<file path="config.mk">
export PLATFORM = sky130hd
export DESIGN_NAME = fetch_top
export DESIGN_NICKNAME = d
export VERILOG_FILES = /design/src/hdl/fetch_pkg.sv /design/src/hdl/fetch_slot_if.sv /design/src/hdl/fetch_top.sv /design/src/hdl/fetch_ctrl.sv /design/src/hdl/fetch_hold.sv /design/src/hdl/inst_pick.sv /design/src/hdl/inst_predecode.sv
export VERILOG_INCLUDE_DIRS = /design/src /design/src/hdl
export SDC_FILE = /design/constraint.sdc
export NUM_CORES = 1
export LEC_CHECK = 0
export BUFFER_PORTS_ARGS = -buffer_cell sky130_fd_sc_hd__buf_2
export CORE_MARGIN = 3
export CORE_UTILIZATION = 50
export CTS_CLUSTER_DIAMETER = 100
export DETAILED_ROUTE_END_ITERATION = 10
export PLACE_DENSITY = 0.83
export SYNTH_ARGS = -nofsm -noshare
export SYNTH_HDL_FRONTEND = slang
export SYNTH_SLANG_ARGS = --single-unit
</file>
<file path="constraint.sdc">
create_clock -name i_clk -period 7.3 [get_ports i_clk]
set_clock_uncertainty 0.05 [all_clocks]
set_input_delay 0.73 -clock i_clk [delete_from_list [all_inputs] [get_ports i_clk]]
set_output_delay 0.73 -clock i_clk [all_outputs]
set_load 0.03 [all_outputs]
</file>
<file path="src/hdl/fetch_config.svh">
`ifndef FETCH_CONFIG_SVH
`define FETCH_CONFIG_SVH

// instruction addresses live in the sv39 virtual space
`define FETCH_ADDR_W 39

// one memory beat holds up to two uncompressed instructions
`define FETCH_WORD_W 64

// each slot is wide enough for a full 32-bit instruction
// a compressed instruction uses only the low half
`define FETCH_INST_W 32

// pc loaded while reset is held
`define FETCH_RESET_ADDR 39'h40_0000_0000

// instruction sizes in bytes
// used to step the pc past what decode consumed
`define FETCH_LEN_C 2
`define FETCH_LEN_I 4

`endif
</file>
<file path="src/hdl/fetch_pkg.sv">
`default_nettype none

`include "fetch_config.svh"

package fetch_pkg;

    // instruction address, memory word and one instruction slot
    typedef logic [`FETCH_ADDR_W-1:0] addr_t;
    typedef logic [`FETCH_WORD_W-1:0] word_t;
    typedef logic [`FETCH_INST_W-1:0] inst_t;

    // fetch control states
    // fetch has a request in flight and forwards the response when it lands
    // cache waits on a slow memory answer
    // valid holds an unaccepted pair for decode
    // resol waits for the back end to supply the branch target
    // init issues the very first request
    typedef enum logic [2:0] {
        ST_FETCH = 3'h0,
        ST_CACHE = 3'h1,
        ST_VALID = 3'h2,
        ST_RESOL = 3'h3,
        ST_INIT  = 3'h4
    } fetch_state_e;

    // major opcodes of the 32-bit control transfers
    typedef enum logic [6:0] {
        OP_BRANCH = 7'b1100011,
        OP_JALR   = 7'b1100111,
        OP_JAL    = 7'b1101111
    } opcode_e;

endpackage

`default_nettype wire

</file>
<file path="src/hdl/fetch_slot_if.sv">
`default_nettype none

interface fetch_slot_if;
    import fetch_pkg::*;

    // split instructions, low slot first
    inst_t      inst0;
    inst_t      inst1;
    // bit 0 belongs to slot 0
    logic [1:0] compressed;
    // set when the slot holds a jump or branch
    logic [1:0] branch;

    // produced by the splitter
    modport src (
        output inst0,
        output inst1,
        output compressed,
        output branch
    );

    // hold buffer needs the whole pair
    modport hold (
        input inst0,
        input inst1,
        input compressed,
        input branch
    );

    // control only needs the sizes and transfer flags
    modport ctrl (
        input compressed,
        input branch
    );

endinterface

`default_nettype wire

</file>
<file path="src/hdl/fetch_top.sv">
`default_nettype none

`include "fetch_config.svh"

module fetch_top #(
    parameter fetch_pkg::addr_t RESET_ADDR = `FETCH_RESET_ADDR
) (
    input  wire                   i_clk,
    input  wire                   i_rst_n,
    // instruction memory request and strobed answer
    output logic                  o_imem_ren,
    output fetch_pkg::addr_t      o_imem_raddr,
    input  wire                   i_imem_valid,
    input  wire fetch_pkg::word_t i_imem_rdata,
    // resolved target from the back end
    input  wire                   i_branch_valid,
    input  wire fetch_pkg::addr_t i_branch_target,
    // pair handed to decode
    input  wire                   i_output_ready,
    output logic                  o_output_valid,
    output fetch_pkg::inst_t      o_inst0,
    output fetch_pkg::inst_t      o_inst1,
    output logic [1:0]            o_compressed,
    output logic                  o_count
);

    fetch_slot_if slot ();

    // high while an unaccepted pair sits in the hold buffer
    logic hold;

    // size detection, split and predecode of the raw word
    inst_pick u_pick (
        .i_imem_rdata (i_imem_rdata),
        .slot         (slot.src)
    );

    // back-pressure buffer and output select
    fetch_hold u_hold (
        .i_clk        (i_clk),
        .i_rst_n      (i_rst_n),
        .i_imem_valid (i_imem_valid),
        .i_hold       (hold),
        .slot         (slot.hold),
        .o_inst0      (o_inst0),
        .o_inst1      (o_inst1),
        .o_compressed (o_compressed),
        .o_count      (o_count)
    );

    // fsm and pc
    fetch_ctrl #(
        .RESET_ADDR (RESET_ADDR)
    ) u_ctrl (
        .i_clk           (i_clk),
        .i_rst_n         (i_rst_n),
        .i_imem_valid    (i_imem_valid),
        .i_output_ready  (i_output_ready),
        .i_branch_valid  (i_branch_valid),
        .i_branch_target (i_branch_target),
        .slot            (slot.ctrl),
        .o_imem_ren      (o_imem_ren),
        .o_imem_raddr    (o_imem_raddr),
        .o_output_valid  (o_output_valid),
        .o_hold          (hold)
    );

endmodule

`default_nettype wire

</file>
<file path="src/hdl/fetch_ctrl.sv">
`default_nettype none

`include "fetch_config.svh"

module fetch_ctrl #(
    parameter fetch_pkg::addr_t RESET_ADDR = `FETCH_RESET_ADDR
) (
    input  wire                   i_clk,
    input  wire                   i_rst_n,
    input  wire                   i_imem_valid,
    input  wire                   i_output_ready,
    input  wire                   i_branch_valid,
    input  wire fetch_pkg::addr_t i_branch_target,
    fetch_slot_if.ctrl            slot,
    output logic                  o_imem_ren,
    output fetch_pkg::addr_t      o_imem_raddr,
    output logic                  o_output_valid,
    output logic                  o_hold
);
    import fetch_pkg::*;

    fetch_state_e state;
    fetch_state_e next_state;
    addr_t        pc;
    addr_t        next_pc;
    logic         init_done;
    logic [1:0]   held_compressed;
    logic [1:0]   held_branch;
    logic [1:0]   compressed;
    logic [1:0]   branch;
    logic         hold;
    logic         output_valid;
    logic         sent;
    logic         branched;
    logic [3:0]   len0;
    logic [3:0]   len1;
    logic [3:0]   advance;

    always_ff @(posedge i_clk or negedge i_rst_n) begin
        if (!i_rst_n) begin
            state     <= ST_INIT;
            pc        <= RESET_ADDR;
            init_done <= 1'b0;
        end else begin
            state     <= next_state;
            pc        <= next_pc;
            init_done <= 1'b1;
        end
    end

    // the memory word may change once its strobe is gone
    // keep the bits that steer the pc for a stalled pair
    always_ff @(posedge i_clk or negedge i_rst_n) begin
        if (!i_rst_n) begin
            held_compressed <= 2'b00;
            held_branch     <= 2'b00;
        end else if (i_imem_valid) begin
            held_compressed <= slot.compressed;
            held_branch     <= slot.branch;
        end
    end

    assign hold       = (state == ST_VALID);
    assign compressed = hold ? held_compressed : slot.compressed;
    assign branch     = hold ? held_branch : slot.branch;

    // pair offered on the response itself or out of the hold buffer
    assign output_valid = i_imem_valid || hold;
    assign sent         = output_valid && i_output_ready;
    assign branched     = (branch != 2'b00);

    always_comb begin
        next_state = state;
        case (state)
            // first request goes out once reset has settled
            ST_INIT: next_state = init_done ? ST_FETCH : ST_INIT;
            ST_FETCH,
            ST_CACHE,
            ST_VALID: begin
                if (sent)
                    next_state = branched ? ST_RESOL : ST_FETCH;
                else if (output_valid)
                    next_state = ST_VALID;
                else
                    next_state = ST_CACHE;
            end
            // no fetch past a transfer until the target arrives
            ST_RESOL: next_state = i_branch_valid ? ST_FETCH : ST_RESOL;
            default:  next_state = ST_INIT;
        endcase
    end

    // byte size of each slot
    assign len0 = compressed[0] ? 4'(`FETCH_LEN_C) : 4'(`FETCH_LEN_I);
    assign len1 = compressed[1] ? 4'(`FETCH_LEN_C) : 4'(`FETCH_LEN_I);

    // a transfer in slot 0 ends the pair after that slot
    assign advance = branch[0] ? len0 : (len0 + len1);

    always_comb begin
        next_pc = pc;
        if (state == ST_RESOL) begin
            if (i_branch_valid)
                next_pc = i_branch_target;
        end else if (sent) begin
            next_pc = pc + addr_t'(advance);
        end
    end

    // the request leaves with the address the pc moves to on this edge
    // and stays equal to the pc until the answer comes back
    assign o_imem_ren     = (next_state == ST_FETCH);
    assign o_imem_raddr   = next_pc;
    assign o_output_valid = output_valid;
    assign o_hold         = hold;

endmodule

`default_nettype wire

</file>
<file path="src/hdl/fetch_hold.sv">
`default_nettype none

module fetch_hold (
    input  wire              i_clk,
    input  wire              i_rst_n,
    input  wire              i_imem_valid,
    input  wire              i_hold,
    fetch_slot_if.hold       slot,
    output fetch_pkg::inst_t o_inst0,
    output fetch_pkg::inst_t o_inst1,
    output logic [1:0]       o_compressed,
    output logic             o_count
);
    import fetch_pkg::*;

    inst_t      hold_inst0;
    inst_t      hold_inst1;
    logic [1:0] hold_compressed;
    logic       hold_count;
    logic       live_count;

    // second slot only counts when the first one does not redirect
    assign live_count = !slot.branch[0];

    // instruction payload
    always_ff @(posedge i_clk) begin
        if (i_imem_valid) begin
            hold_inst0 <= slot.inst0;
            hold_inst1 <= slot.inst1;
        end
    end

    // size and count bits
    always_ff @(posedge i_clk or negedge i_rst_n) begin
        if (!i_rst_n) begin
            hold_compressed <= 2'b00;
            hold_count      <= 1'b0;
        end else if (i_imem_valid) begin
            hold_compressed <= slot.compressed;
            hold_count      <= live_count;
        end
    end

    // live pair on the response cycle
    // registered pair while decode stalls us
    assign o_inst0      = i_hold ? hold_inst0 : slot.inst0;
    assign o_inst1      = i_hold ? hold_inst1 : slot.inst1;
    assign o_compressed = i_hold ? hold_compressed : slot.compressed;
    assign o_count      = i_hold ? hold_count : live_count;

endmodule

`default_nettype wire

</file>
<file path="src/hdl/inst_pick.sv">
`default_nettype none

module inst_pick (
    input  wire fetch_pkg::word_t i_imem_rdata,
    fetch_slot_if.src             slot
);
    import fetch_pkg::*;

    inst_t      inst0;
    inst_t      inst1;
    logic [1:0] compressed;
    logic [1:0] branch;

    // any low bit pattern other than 11 marks a 16-bit instruction
    assign compressed[0] = (i_imem_rdata[1:0] != 2'b11);

    // slot 0 always starts at the bottom of the word
    assign inst0 = i_imem_rdata[31:0];

    // slot 1 starts right after slot 0 ends
    // when slot 0 is compressed the upper 16 bits of the word go unused
    assign inst1 = compressed[0] ? i_imem_rdata[47:16] : i_imem_rdata[63:32];

    // slot 1 size comes from its own low bits
    assign compressed[1] = (inst1[1:0] != 2'b11);

    // one predecoder per slot
    inst_predecode u_predecode0 (
        .i_inst       (inst0),
        .i_compressed (compressed[0]),
        .o_branch     (branch[0])
    );

    inst_predecode u_predecode1 (
        .i_inst       (inst1),
        .i_compressed (compressed[1]),
        .o_branch     (branch[1])
    );

    // slot 1 is still presented after a slot 0 transfer
    // downstream uses the count to ignore it
    assign slot.inst0      = inst0;
    assign slot.inst1      = inst1;
    assign slot.compressed = compressed;
    assign slot.branch     = branch;

endmodule

`default_nettype wire

</file>
<file path="src/hdl/inst_predecode.sv">
`default_nettype none

module inst_predecode (
    input  wire fetch_pkg::inst_t i_inst,
    input  wire                   i_compressed,
    output logic                  o_branch
);
    import fetch_pkg::*;

    opcode_e    opcode;
    logic [1:0] quadrant;
    logic [2:0] funct3;
    logic [4:0] rs1;
    logic [4:0] rs2;
    logic       branch_32;
    logic       branch_16;

    // fields of the 32-bit encoding
    assign opcode = opcode_e'(i_inst[6:0]);

    // fields of the 16-bit encoding
    assign quadrant = i_inst[1:0];
    assign funct3   = i_inst[15:13];
    assign rs1      = i_inst[11:7];
    assign rs2      = i_inst[6:2];

    // jal, jalr and conditional branches
    always_comb begin
        case (opcode)
            OP_JAL,
            OP_JALR,
            OP_BRANCH: branch_32 = 1'b1;
            default:   branch_32 = 1'b0;
        endcase
    end

    always_comb begin
        branch_16 = 1'b0;
        case (quadrant)
            // c.jal, c.j, c.beqz and c.bnez
            2'b01: begin
                branch_16 = (funct3 == 3'b001) || (funct3 == 3'b101) ||
                            (funct3[2:1] == 2'b11);
            end
            // c.jr and c.jalr need a source register and no rs2
            // rs2 nonzero would be c.mv or c.add
            2'b10: begin
                branch_16 = (funct3 == 3'b100) && (rs1 != 5'd0) && (rs2 == 5'd0);
            end
            default: begin
                branch_16 = 1'b0;
            end
        endcase
    end

    assign o_branch = i_compressed ? branch_16 : branch_32;

endmodule

`default_nettype wire

</file>
==> results of run 1 <==
[flip-flops by register name, indices dropped and copies added (netlist names)]
name	flops
u_hold.hold_count	1
u_hold.hold_inst1	32
u_ctrl.state	3
u_ctrl.held_compressed	2
u_ctrl.init_done	1
u_hold.hold_inst0	32
u_ctrl.pc	39
u_ctrl.held_branch	2
[report_power, final]
part | internal, mW | leakage (nW) | switching, mW
Clock | 0.301 | 0.148 | 0.221
Sequential | 0.818 | 1.18 | 0.122
Combinational | 0.509 | 2.23 | 1.27
[how the worst min path moves through the flow]
| stage | slack (ns) | start | end |
|---|---|---|---|
| 2_1_floorplan | 0.37 | u_ctrl.init_done$_DFF_PN0_ | u_ctrl.state[2]$_DFF_PN1_ |
| 3_3_place_gp | 0.40 | u_ctrl.pc[0]$_DFF_PN0_ | u_ctrl.pc[0]$_DFF_PN0_ |
| 3_5_place_dp | 0.41 | u_ctrl.pc[0]$_DFF_PN0_ | u_ctrl.pc[0]$_DFF_PN0_ |
| 4_1_cts | 0.43 | u_ctrl.pc[0]$_DFF_PN0_ | u_ctrl.pc[0]$_DFF_PN0_ |
| 5_1_grt | 0.46 | u_ctrl.pc[0]$_DFF_PN0_ | u_ctrl.pc[0]$_DFF_PN0_ |
| 6_report | 0.43 | u_ctrl.pc[0]$_DFF_PN0_ | u_ctrl.pc[0]$_DFF_PN0_ |
[layer usage]
layer	GRT usage	up-vias
met4	0.09524	0
li1	-	2850
met5	0	-
met2	0.3805	248
met1	0.3387	2766
met3	0.04450	31
[cells in the final DEF, fill, tap and decap left out, types with 3 or more instances in the layout]
master / count
a211o_1: 3
a211oi_1: 10
a21oi_1: 20
a311oi_1: 14
a31o_2: 3
a31oi_1: 5
a41oi_1: 3
and2_1: 6
and3_1: 9
buf_2: 215
buf_4: 7
clkbuf_16: 9
dfrtp_1: 46
edfxtp_1: 64
ha_1: 10
inv_1: 22
mux2_2: 30
mux2i_1: 10
nand2_1: 129
nand2b_1: 5
nand3_1: 13
nand4_1: 8
nor2_1: 124
nor2b_1: 3
nor3_1: 16
nor4_1: 5
nor4b_1: 6
o211ai_1: 11
o21ai_0: 13
o22ai_1: 5
o311ai_0: 7
or3_1: 3
or4_1: 3
[logic make-up (layout without fill, tap and decap cells)]
| kind of cell | Yosys count | in the layout | share of synthesized area |
|---|---|---|---|
| AO/OA/AOI/OAI | 114 | 114 | 0.1297 |
| adder cells (fa/ha/maj) | 12 | 12 | 0.02506 |
| buffers and inverters | 59 | 260 | 0.03561 |
| flip-flops | 112 | 112 | 0.4969 |
| multiplexers | 40 | 40 | 0.06962 |
| other | 1 | 1 | 0.0005962 |
| AND/OR/NAND/NOR | 343 | 343 | 0.2425 |
[critical path: stages]
cell	delay, ns
buf_2	0.12
ha_2	0.52
mux2i_1	0.35
inv_1	0.12
ha_1	0.27
nand2_1	0.08
o21a_1	0.14
inv_1	0.06
ha_1	0.26
mux2_2	0.14
ha_1	0.16
inv_1	0.05
fa_1	0.37
nor2b_1	0.16
o21ai_1	0.21
nor3_1	0.83
a311oi_1	0.21
a211oi_1	0.26
buf_2	0.25
[area by class of cell]
| cell class | instances | area (µm²) |
|---|---|---|
| Fill cell | 1019 | 4348 |
| Sequential cell | 112 | 3126 |
| Multi-Input combinational cell | 510 | 2954 |
| Timing Repair Buffer | 222 | 1129 |
| Clock buffer | 11 | 232.7 |
| Tap cell | 168 | 210.2 |
| Inverter | 22 | 82.58 |
| Clock inverter | 5 | 80.08 |
[through the flow]
step | cells | total power [mW] | area [µm²] | worst slack (ns)
floorplan | 681 | 2.195 | 6290 | 0.5835
global placement | 1034 | 2.696 | 7501 | 1.407
detailed placement | 1034 | 2.717 | 7501 | 1.241
CTS | 1050 | 3.247 | 7814 | 1.200
global route | 1050 | 3.434 | 7814 | 0.6293
finish | 1050 | 3.242 | 7814 | 1.202
==> impl_metrics.csv, run 1 <==
group,metric,value,unit
pwr,power_density,415.0,nW/µm²
detailed_routing,drt_wl_total,17.56,mm
synthesis,postSynthCellCount,681,
detailed_routing,detail_route.first_pass.iterations,5,
synthesis,warnings_from_yosys,0,
sta,final.hold.worst_slack,0.4258,ns
grt,number_of_global_route_vias_before_repair,5517,
setup_path,critPathArrivalTime,5.32,ns
clock_tree,holdBufCountCts,0,
sta,final-max-slew-violation-count,0,
setup_path,setup.worst_path.start_class,"input pin",
clock_tree,clock_path_buffers,2,
clock_tree,cts_buffers,9,
synthesis,syn_area,6290,µm²
synthesis,synth_top_area_cell,"edfxtp_1",
floorplanning,die_w,118.2,µm
placement,portBuffers,215,
layout,final_stage_net_count,997,
detailed_routing,drc_markers,0,
floorplanning,die_height,118.2,µm
detailed_routing,wirelength_met1,7.813,mm
pwr,leakage,3.553,nW
setup_path,reg2reg_to,"u_ctrl.pc[15]$_DFF_PN0_",
sta,grt_setup_unrepaired,"no",
clock_tree,tritoncts_clock_tree,"yes",
min_path,worstHoldPathCells,2,
sta,finalCritPeriodShare,0.8353,
synthesis,ys_top_cells_by_count,"129 x nand2_1, 124 x nor2_1, 64 x edfxtp_1",
clock_tree,clock_insertion_delay_worst_skew,0.35,ns
grt,grtUsageTotal,0.2438,
sta,worst-slew-pin-transition,1.167,ns
sta,highest_achievable_clock_rate,164.0,MHz
layout,layout-drive-gt1-share,0.3129,
grt,pin_count_of_the_biggest_net_entering_global_routing,72,
grt,initial_antenna_violation_count,0,
synthesis,synth_enable_flop_cells,64,
clock_tree,clock_sink_count,112,
setup_path,timing.critical_path.to,"o_imem_raddr[15]",
synthesis,yosysSeqAreaShare,0.4969,
clock_tree,cts-root-buf,"clkbuf_16",
floorplanning,floorplan.die_area,13960,µm²
floorplanning,pin_count,216,
detailed_routing,vias_per_cell,5.614,
synthesis,post_synth.cell_area_avg,9.236,µm²
detailed_routing,num_vias,5895,
sta,finalSetupTns,0,ns
sta,setup_viol_count_final,0,
synthesis,synthArstFlopShare,0.4286,
sta,fin_crit,6.098,ns
setup_path,timing.setup.critical_path_class,"in2out",
synthesis,synth_nets,801,
setup_path,rrSetupSlack,2.81,ns
detailed_routing,avgRoutedWirePerCell,16.72,µm
floorplanning,fp-row-count,40,
setup_path,crit_fanout,22,
setup_path,r2r_start,"u_ctrl.state[0]$_DFF_PN0_",
clock_tree,cts.clk_slew.worst_paths,0.07,ns
setup_path,worst_case_reg_to_reg_path_depth,13,
synthesis,synth_seq_cells,112,
pwr,vdd.ir_drop.worst,0.3360,mV
synthesis,ys.flop_type,"edfxtp_1",
detailed_routing,detailroute.wirelength.met3,1.234,mm
synthesis,synthDistinctLibCells,59,
placement,finalWeightedCongestion,0.8891,
clock_tree,cts.htree.levels,3,
sta,final_hold_viol_count,0,
placement,dp_hpwl,12.73,mm
floorplanning,start_util,0.5172,
floorplanning,placeableCoreArea,12160,µm²
min_path,hold_class,"reg2reg",
layout,diodes,0,
layout,final_core_utilization,0.6425,
setup_path,crit_path_start,"i_imem_rdata[1]",
layout,area_growth_synth_to_finish,24.23,%
detailed_routing,detailedRoute.firstIterationViolations,690,
detailed_routing,antenna_violating_nets_post_route,0,
synthesis,ys_top_cells_by_area,"edfxtp_1 31%, dfrtp_1 18%, nand2_1 7.7%",
setup_path,crit_required,6.52,ns
flow_run,maxCapViolations,0,
clock_tree,post_cts.resized_instances,0,
run_status,run_status,"completed",
synthesis,yosysMostFrequentCell,"nand2_1",
detailed_routing,highest_layer,"met4",
detailed_routing,route.met2.wl,8.056,mm
grt,grt_overflow_total,0,
setup_path,critical_path.endpoint_type,"primary output",
sta,relSlewSlack,0.2198,
grt,grt_pass1_wl,27.88,mm
synthesis,synth_largest_type_area_fraction,0.3056,
clock_tree,cts_setup_buffers,0,
No activity file was read; power rests on OpenSTA's default activity.
==> run 2: changes to the inputs <==
--- a/config.mk
+++ b/config.mk
@@ -8,10 +8,10 @@
 export LEC_CHECK = 0
 export BUFFER_PORTS_ARGS = -buffer_cell sky130_fd_sc_hd__buf_2
 export CORE_MARGIN = 3
-export CORE_UTILIZATION = 50
+export CORE_UTILIZATION = 46
 export CTS_CLUSTER_DIAMETER = 100
 export DETAILED_ROUTE_END_ITERATION = 10
-export PLACE_DENSITY = 0.83
+export PLACE_DENSITY = 0.8
 export SYNTH_ARGS = -nofsm -noshare
 export SYNTH_HDL_FRONTEND = slang
 export SYNTH_SLANG_ARGS = --single-unit
==> constraint.sdc (replaced) <==
create_clock -name i_clk -period 5 [get_ports i_clk]
set_clock_uncertainty 0.05 [all_clocks]
set_input_delay 0.5 -clock i_clk [delete_from_list [all_inputs] [get_ports i_clk]]
set_output_delay 0.5 -clock i_clk [all_outputs]
set_load 0.03 [all_outputs]
==> impl_metrics.csv, run 2 (same netlist as run 1, synthesis figures left out) <==
group,metric,value,unit
pwr,power_density,596.1,nW/µm²
pwr,share_of_power_burned_in_the_clock_network,0.144,
setup_path,critPathSlowestCell,"fa_1",
grt,grt_pass1_wl,27.69,mm
clock_tree,tritoncts_clock_tree,"yes",
floorplanning,die_height,122.9,µm
pwr,vdd.ir_drop.worst,0.3659,mV
layout,flip_flop_count_of_the_largest_register_all_copies_and_words_added,39,
pwr,total_power,4.817,mW
sta,worst-slew-pin-transition,1.085,ns
min_path,hold_class,"in2async",
sta,final-max-slew-violation-count,0,
flow_run,maxCapViolations,0,
clock_tree,holdBufCountCts,0,
sta,final_hold_viol_count,0,
pwr,switching_share_of_total_power,0.5087,
layout,final_stage_net_count,1010,
sta,finalCritPeriodShare,0.9460,
grt,pin_count_of_the_biggest_net_entering_global_routing,61,
pwr,power_switching,2.450,mW
floorplanning,floorplan.die_area,15110,µm²
run_status,run_status,"completed",
layout,register_bank_with_the_most_flops,"u_ctrl.pc",
clock_tree,clock_path_buffers,2,
detailed_routing,detail_route.first_pass.iterations,5,
floorplanning,die_w,122.9,µm
layout,largest_registers,"u_ctrl.pc: 39 flops, u_hold.hold_inst0: 32 flops, u_hold.hold_inst1: 32 flops",
setup_path,path_buf_inv,5,
sta,relSlewSlack,0.2763,
setup_path,timing.setup.critical_path_class,"in2out",
grt,grtUsageTotal,0.2334,
floorplanning,pin_count,216,
detailed_routing,drc_markers,0,
floorplanning,fp-row-count,42,
placement,finalWeightedCongestion,0.8711,
layout,commonest_cells_after_routing_fill_and_taps_aside,"213 x buf_2, 129 x nand2_1, 124 x nor2_1",
grt,initial_antenna_violation_count,2,
detailed_routing,detailedRoute.firstIterationViolations,550,
sta,grt_setup_unrepaired,"no",
setup_path,crit_fanout,12,
pwr,combinational_fraction_of_design_power,0.569,
floorplanning,start_util,0.4731,
layout,area_growth_synth_to_finish,28.49,%
sta,highest_achievable_clock_rate,211.4,MHz
setup_path,critPathArrivalTime,4.18,ns
setup_path,r2r_start,"u_ctrl.state[1]$_DFF_PN0_",
clock_tree,cts_buffers,9,
floorplanning,placeableCoreArea,13300,µm²
pwr,seq_power_share,0.287,
setup_path,worst_path_max_stage_delay,0.42,ns
grt,grt_overflow_total,0,
clock_tree,cts-root-buf,"clkbuf_16",
sta,fin_crit,4.730,ns
pwr,p_int,2.367,mW
pwr,leakage,3.645,nW
setup_path,crit_required,4.45,ns
setup_path,critical_path.endpoint_type,"primary output",
detailed_routing,avgRoutedWirePerCell,16.87,µm
setup_path,critical-path-top-delay-family,"compound AO/OA/AOI/OAI gates",
detailed_routing,drt_wl_total,18.09,mm
setup_path,crit_chain,"buf_2 > ha_4 > buf_4 > nor4b_2 > o211ai_1 > o211ai_1 > o21ai_2 > mux2_2 > ha_1 > inv_1 > fa_1 > nor2b_4 > o21ai_4 > nor3_2 > clkdlybuf4s15_2 > a221oi_1 > a31oi_2 > buf_2",
placement,placed_cells,1052,
detailed_routing,num_vias,6079,
detailed_routing,vias_per_cell,5.671,
placement,portBuffers,215,
sta,setup_viol_count_final,0,
layout,instances_no_fill,1072,
clock_tree,clock_insertion_delay_worst_skew,0.35,ns
setup_path,crit_path_start,"i_imem_rdata[1]",
clock_tree,cts.htree.levels,3,
detailed_routing,antenna_violating_nets_post_route,0,
setup_path,setup.worst_path.start_class,"input pin",
layout,layout-drive-gt1-share,0.3497,
placement,dp_hpwl,13.16,mm
layout,nFillCells,1131,
grt,number_of_global_route_vias_before_repair,5437,
clock_tree,cts.clk_slew.worst_paths,0.08,ns
layout,mostFrequentLayoutCell,"buf_2",
clock_tree,clock_sink_count,112,
[run 2: cell types whose count changed in the layout (fill, tap and decap cells not counted), moves of 5 or more]
cell,before,now
a211oi_2,0,5
buf_4,7,19
a211oi_1,10,4
a311oi_1,14,9
[run 2: area by class of cell]
| cell class | count | area [µm²] | share of cell area |
|---|---|---|---|
| clock inverters | 6 | 50.05 | 0.006193 |
| repair buffers | 234 | 1227 | 0.1519 |
| flip-flops and latches | 112 | 3126 | 0.3867 |
| diodes | 1 | 2.502 | 0.0003096 |
| well taps | 176 | 220.2 | 0.02725 |
| inverters | 22 | 82.58 | 0.01022 |
| multi-input cells | 511 | 3144 | 0.3891 |
| clock buffers | 10 | 229.0 | 0.02833 |
[run 2: timing repair]
item | 4_1_cts | 5_1_grt
cloned | 0 | 2
resized for setup | 2 | 15
setup buffers | 0 | 1
endpoints found under the setup margin | 1 | 19
pin swaps | 0 | 2
[run 2: path summary, 6_finish.rpt]
kind	slack (ns)	depth (start not counted)	to
hold / removal	0.19	2	u_ctrl.pc[30]$_DFF_PN0_
setup reg to reg	1.30	13	u_ctrl.pc[23]$_DFF_PN0_
max in group asynchronous	4.27	2	u_ctrl.held_compressed[1]$_DFFE_PN0P_
setup / recovery	0.27	18	o_imem_raddr[17]
hold reg to reg	0.41	1	u_ctrl.state[2]$_DFF_PN1_
min in group i_clk	0.29	1	u_hold.hold_inst0[12]$_DFFE_PP_
[run 2: layer usage]
metal | vias to the layer above | track usage | share of wire
met5 | - | 0 | 0.00039
met4 | 2 | 0.06928 | 0.016
met3 | 24 | 0.06862 | 0.099
met2 | 287 | 0.3659 | 0.46
met1 | 2891 | 0.3153 | 0.43
li1 | 2875 | - | -
[run 2: stage by stage]
step           instance area (µm²)  hold slack, ns  utilization   TNS [ns]  setup slack [ns]
6_report                      8082          0.1932       0.6078          0            0.2698
3_5_place_dp                  7700          0.4040       0.5791  -0.005491         -0.005491
5_1_grt                       8082          0.2295       0.6078          0           0.03558
3_3_place_gp                  7700          0.3977       0.5791          0           0.07360
2_1_floorplan                 6429          0.1544            -          0          0.007306
4_1_cts                       7983          0.2121       0.6004          0           0.04967
[run 2: power by group through the flow]
stage | Combinational [mW] | Sequential (mW) | Clock, mW
global route | 2.96 | 1.42 | 0.745
finish | 2.74 | 1.38 | 0.694
global placement | 2.66 | 1.38 | 0
detailed placement | 2.68 | 1.39 | 0
CTS | 2.69 | 1.37 | 0.707
floorplan | 1.94 | 1.34 | 0
==> run 3: changes to the inputs <==
--- a/config.mk
+++ b/config.mk
@@ -12,6 +12,7 @@
 export CTS_CLUSTER_DIAMETER = 100
 export DETAILED_ROUTE_END_ITERATION = 10
 export PLACE_DENSITY = 0.8
+export SETUP_SLACK_MARGIN = 0.4
 export SYNTH_ARGS = -nofsm -noshare
 export SYNTH_HDL_FRONTEND = slang
 export SYNTH_SLANG_ARGS = --single-unit
==> impl_metrics.csv, run 3 (same netlist as run 1, synthesis figures left out) <==
group,metric,value,unit
pwr,total_power,5.136,mW
setup_path,crit_fanout,6,
clock_tree,tritoncts_clock_tree,"yes",
placement,detailed_place.area,7786,µm²
grt,grtUsageTotal,0.2371,
layout,layout-drive-gt1-share,0.3888,
floorplanning,pin_count,216,
clock_tree,clock_insertion_delay_worst_skew,0.36,ns
pwr,power_density,606.3,nW/µm²
sta,final-max-slew-violation-count,0,
clock_tree,cts.htree.levels,3,
floorplanning,die_w,122.9,µm
layout,area_growth_synth_to_finish,34.69,%
setup_path,timing.setup.critical_path_class,"reg2out",
floorplanning,die_height,122.9,µm
detailed_routing,drt_wl_total,18.61,mm
sta,finalCritPeriodShare,0.8904,
clock_tree,cts-root-buf,"clkbuf_16",
min_path,hold_class,"in2async",
placement,dp_hpwl,12.96,mm
setup_path,setup.worst_path.start_class,"flop",
layout,nFillCells,1080,
grt,pin_count_of_the_biggest_net_entering_global_routing,72,
grt,grt_pass1_wl,27.94,mm
detailed_routing,detailedRoute.firstIterationViolations,479,
clock_tree,clock_path_buffers,2,
sta,relSlewSlack,0.3912,
grt,number_of_global_route_vias_before_repair,5554,
pwr,leakage,3.799,nW
detailed_routing,num_vias,6093,
floorplanning,placeableCoreArea,13300,µm²
detailed_routing,drc_markers,0,
sta,grt_setup_unrepaired,"no",
layout,largest_registers,"u_ctrl.pc: 39 flops, u_hold.hold_inst0: 32 flops, u_hold.hold_inst1: 32 flops",
detailed_routing,vias_per_cell,5.590,
sta,final_hold_viol_count,0,
sta,highest_achievable_clock_rate,224.6,MHz
detailed_routing,detail_route.first_pass.iterations,6,
grt,grt_overflow_total,0,
layout,mostFrequentLayoutCell,"buf_2",
floorplanning,start_util,0.4731,
clock_tree,cts.clk_slew.worst_paths,0.08,ns
detailed_routing,antenna_violating_nets_post_route,0,
setup_path,critPathMostFrequentCell,"buf_4",
sta,finalSetupTns,0,ns
sta,final.hold.worst_slack,0.1918,ns
placement,finalWeightedCongestion,0.8594,
clock_tree,cts_buffers,9,
layout,final_cell_area,8472,µm²
layout,final_stage_net_count,1028,
sta,fin_crit,4.452,ns
floorplanning,floorplan.die_area,15110,µm²
setup_path,crit_required,4.45,ns
layout,flip_flop_count_of_the_largest_register_all_copies_and_words_added,39,
sta,setup_viol_count_final,0,
floorplanning,fp-row-count,42,
placement,placed_cells,1049,
setup_path,critPathArrivalTime,3.90,ns
sta,worst-slew-pin-transition,0.9131,ns
grt,initial_antenna_violation_count,1,
flow_run,maxCapViolations,0,
setup_path,critical_path.endpoint_type,"primary output",
layout,instances_no_fill,1090,
detailed_routing,avgRoutedWirePerCell,17.08,µm
layout,commonest_cells_after_routing_fill_and_taps_aside,"206 x buf_2, 129 x nand2_1, 124 x nor2_1",
setup_path,worst_path_max_stage_delay,0.46,ns
placement,portBuffers,215,
pwr,vdd.ir_drop.worst,0.3303,mV
layout,register_bank_with_the_most_flops,"u_ctrl.pc",
clock_tree,clock_sink_count,112,
setup_path,critPathSlowestCell,"or3b_4",
run_status,run_status,"completed",
setup_path,crit_chain,"or3b_4 > buf_4 > o21a_4 > inv_2 > ha_1 > mux2_4 > ha_4 > inv_1 > fa_2 > nor2b_4 > o21ai_4 > nor3_4 > buf_6 > buf_4 > a311oi_1 > nor2_1 > buf_2",
run 3: cell count changes in the layout (fill, tap and decap cells not counted), moves of 3 or more:
cell   delta
ha_4      +3
ha_1      -3
buf_2     -7
inv_2     +3
buf_4    +17
inv_1     -4
buf_6     +7
run 3: path summary, 6_finish.rpt:
path | startpoint | end | slack, ns | depth (start not counted)
min in group i_clk | i_imem_rdata[12] | u_hold.hold_inst0[12]$_DFFE_PP_ | 0.29 | 1
min reg2reg | u_ctrl.init_done$_DFF_PN0_ | u_ctrl.state[2]$_DFF_PN1_ | 0.40 | 1
max | u_ctrl.state[0]$_DFF_PN0_ | o_imem_raddr[19] | 0.55 | 17
max in group asynchronous | i_rst_n | u_ctrl.state[0]$_DFF_PN0_ | 4.22 | 2
max reg2reg | u_ctrl.state[0]$_DFF_PN0_ | u_ctrl.pc[15]$_DFF_PN0_ | 1.42 | 14
min | i_rst_n | u_ctrl.pc[26]$_DFF_PN0_ | 0.19 | 2
run 3: area by class of cell:
cell class | instances | area, µm² | area share
multi-input cells | 511 | 3311 | 0.3908
flip-flops and latches | 112 | 3128 | 0.3692
repair buffers | 252 | 1415 | 0.1670
clock buffers | 10 | 229.0 | 0.02703
well taps | 176 | 220.2 | 0.02599
inverters | 22 | 85.08 | 0.01004
clock inverters | 6 | 81.33 | 0.009600
diodes | 1 | 2.502 | 0.0002954
run 3: critical path, delay by kind of cell, from the launching register on:
family | cells | cell delay [ns]
buf+inv | 6 | 0.77
flops | 1 | 0.44
mux | 1 | 0.27
compound gates | 3 | 0.76
simple gates | 4 | 0.69
fa+ha+maj | 3 | 0.59
run 3: timing repair:
item / CTS / global route
resized for setup: 9 / 44
endpoints found under the setup margin: 29 / 28
buffers inserted: 6 / 16
cloned: 1 / 1
hold buffers: 0 / 0
pin swaps: 4 / 14
run 3: through the flow:
step / setup slack, ns / utilization
floorplan: 0.4002 / -
global placement: 0.2023 / 0.5856
detailed placement: 0.06570 / 0.5856
CTS: 0.4132 / 0.6157
global route: 0.3863 / 0.6370
finish: 0.5482 / 0.6372
run 3: where the power goes:
part | total [mW] | internal, mW | switching, mW
combinational | 2.98 | 0.983 | 2.00
clock | 0.766 | 0.404 | 0.362
sequential | 1.39 | 1.19 | 0.196
total | 5.14 | 2.58 | 2.55
run 3: layer usage:
metal | track usage | wire length, µm
met3 | 0.05627 | 1347
met4 | 0.08747 | 430
met5 | 0 | 0
met2 | 0.3721 | 8924
met1 | 0.3215 | 7911
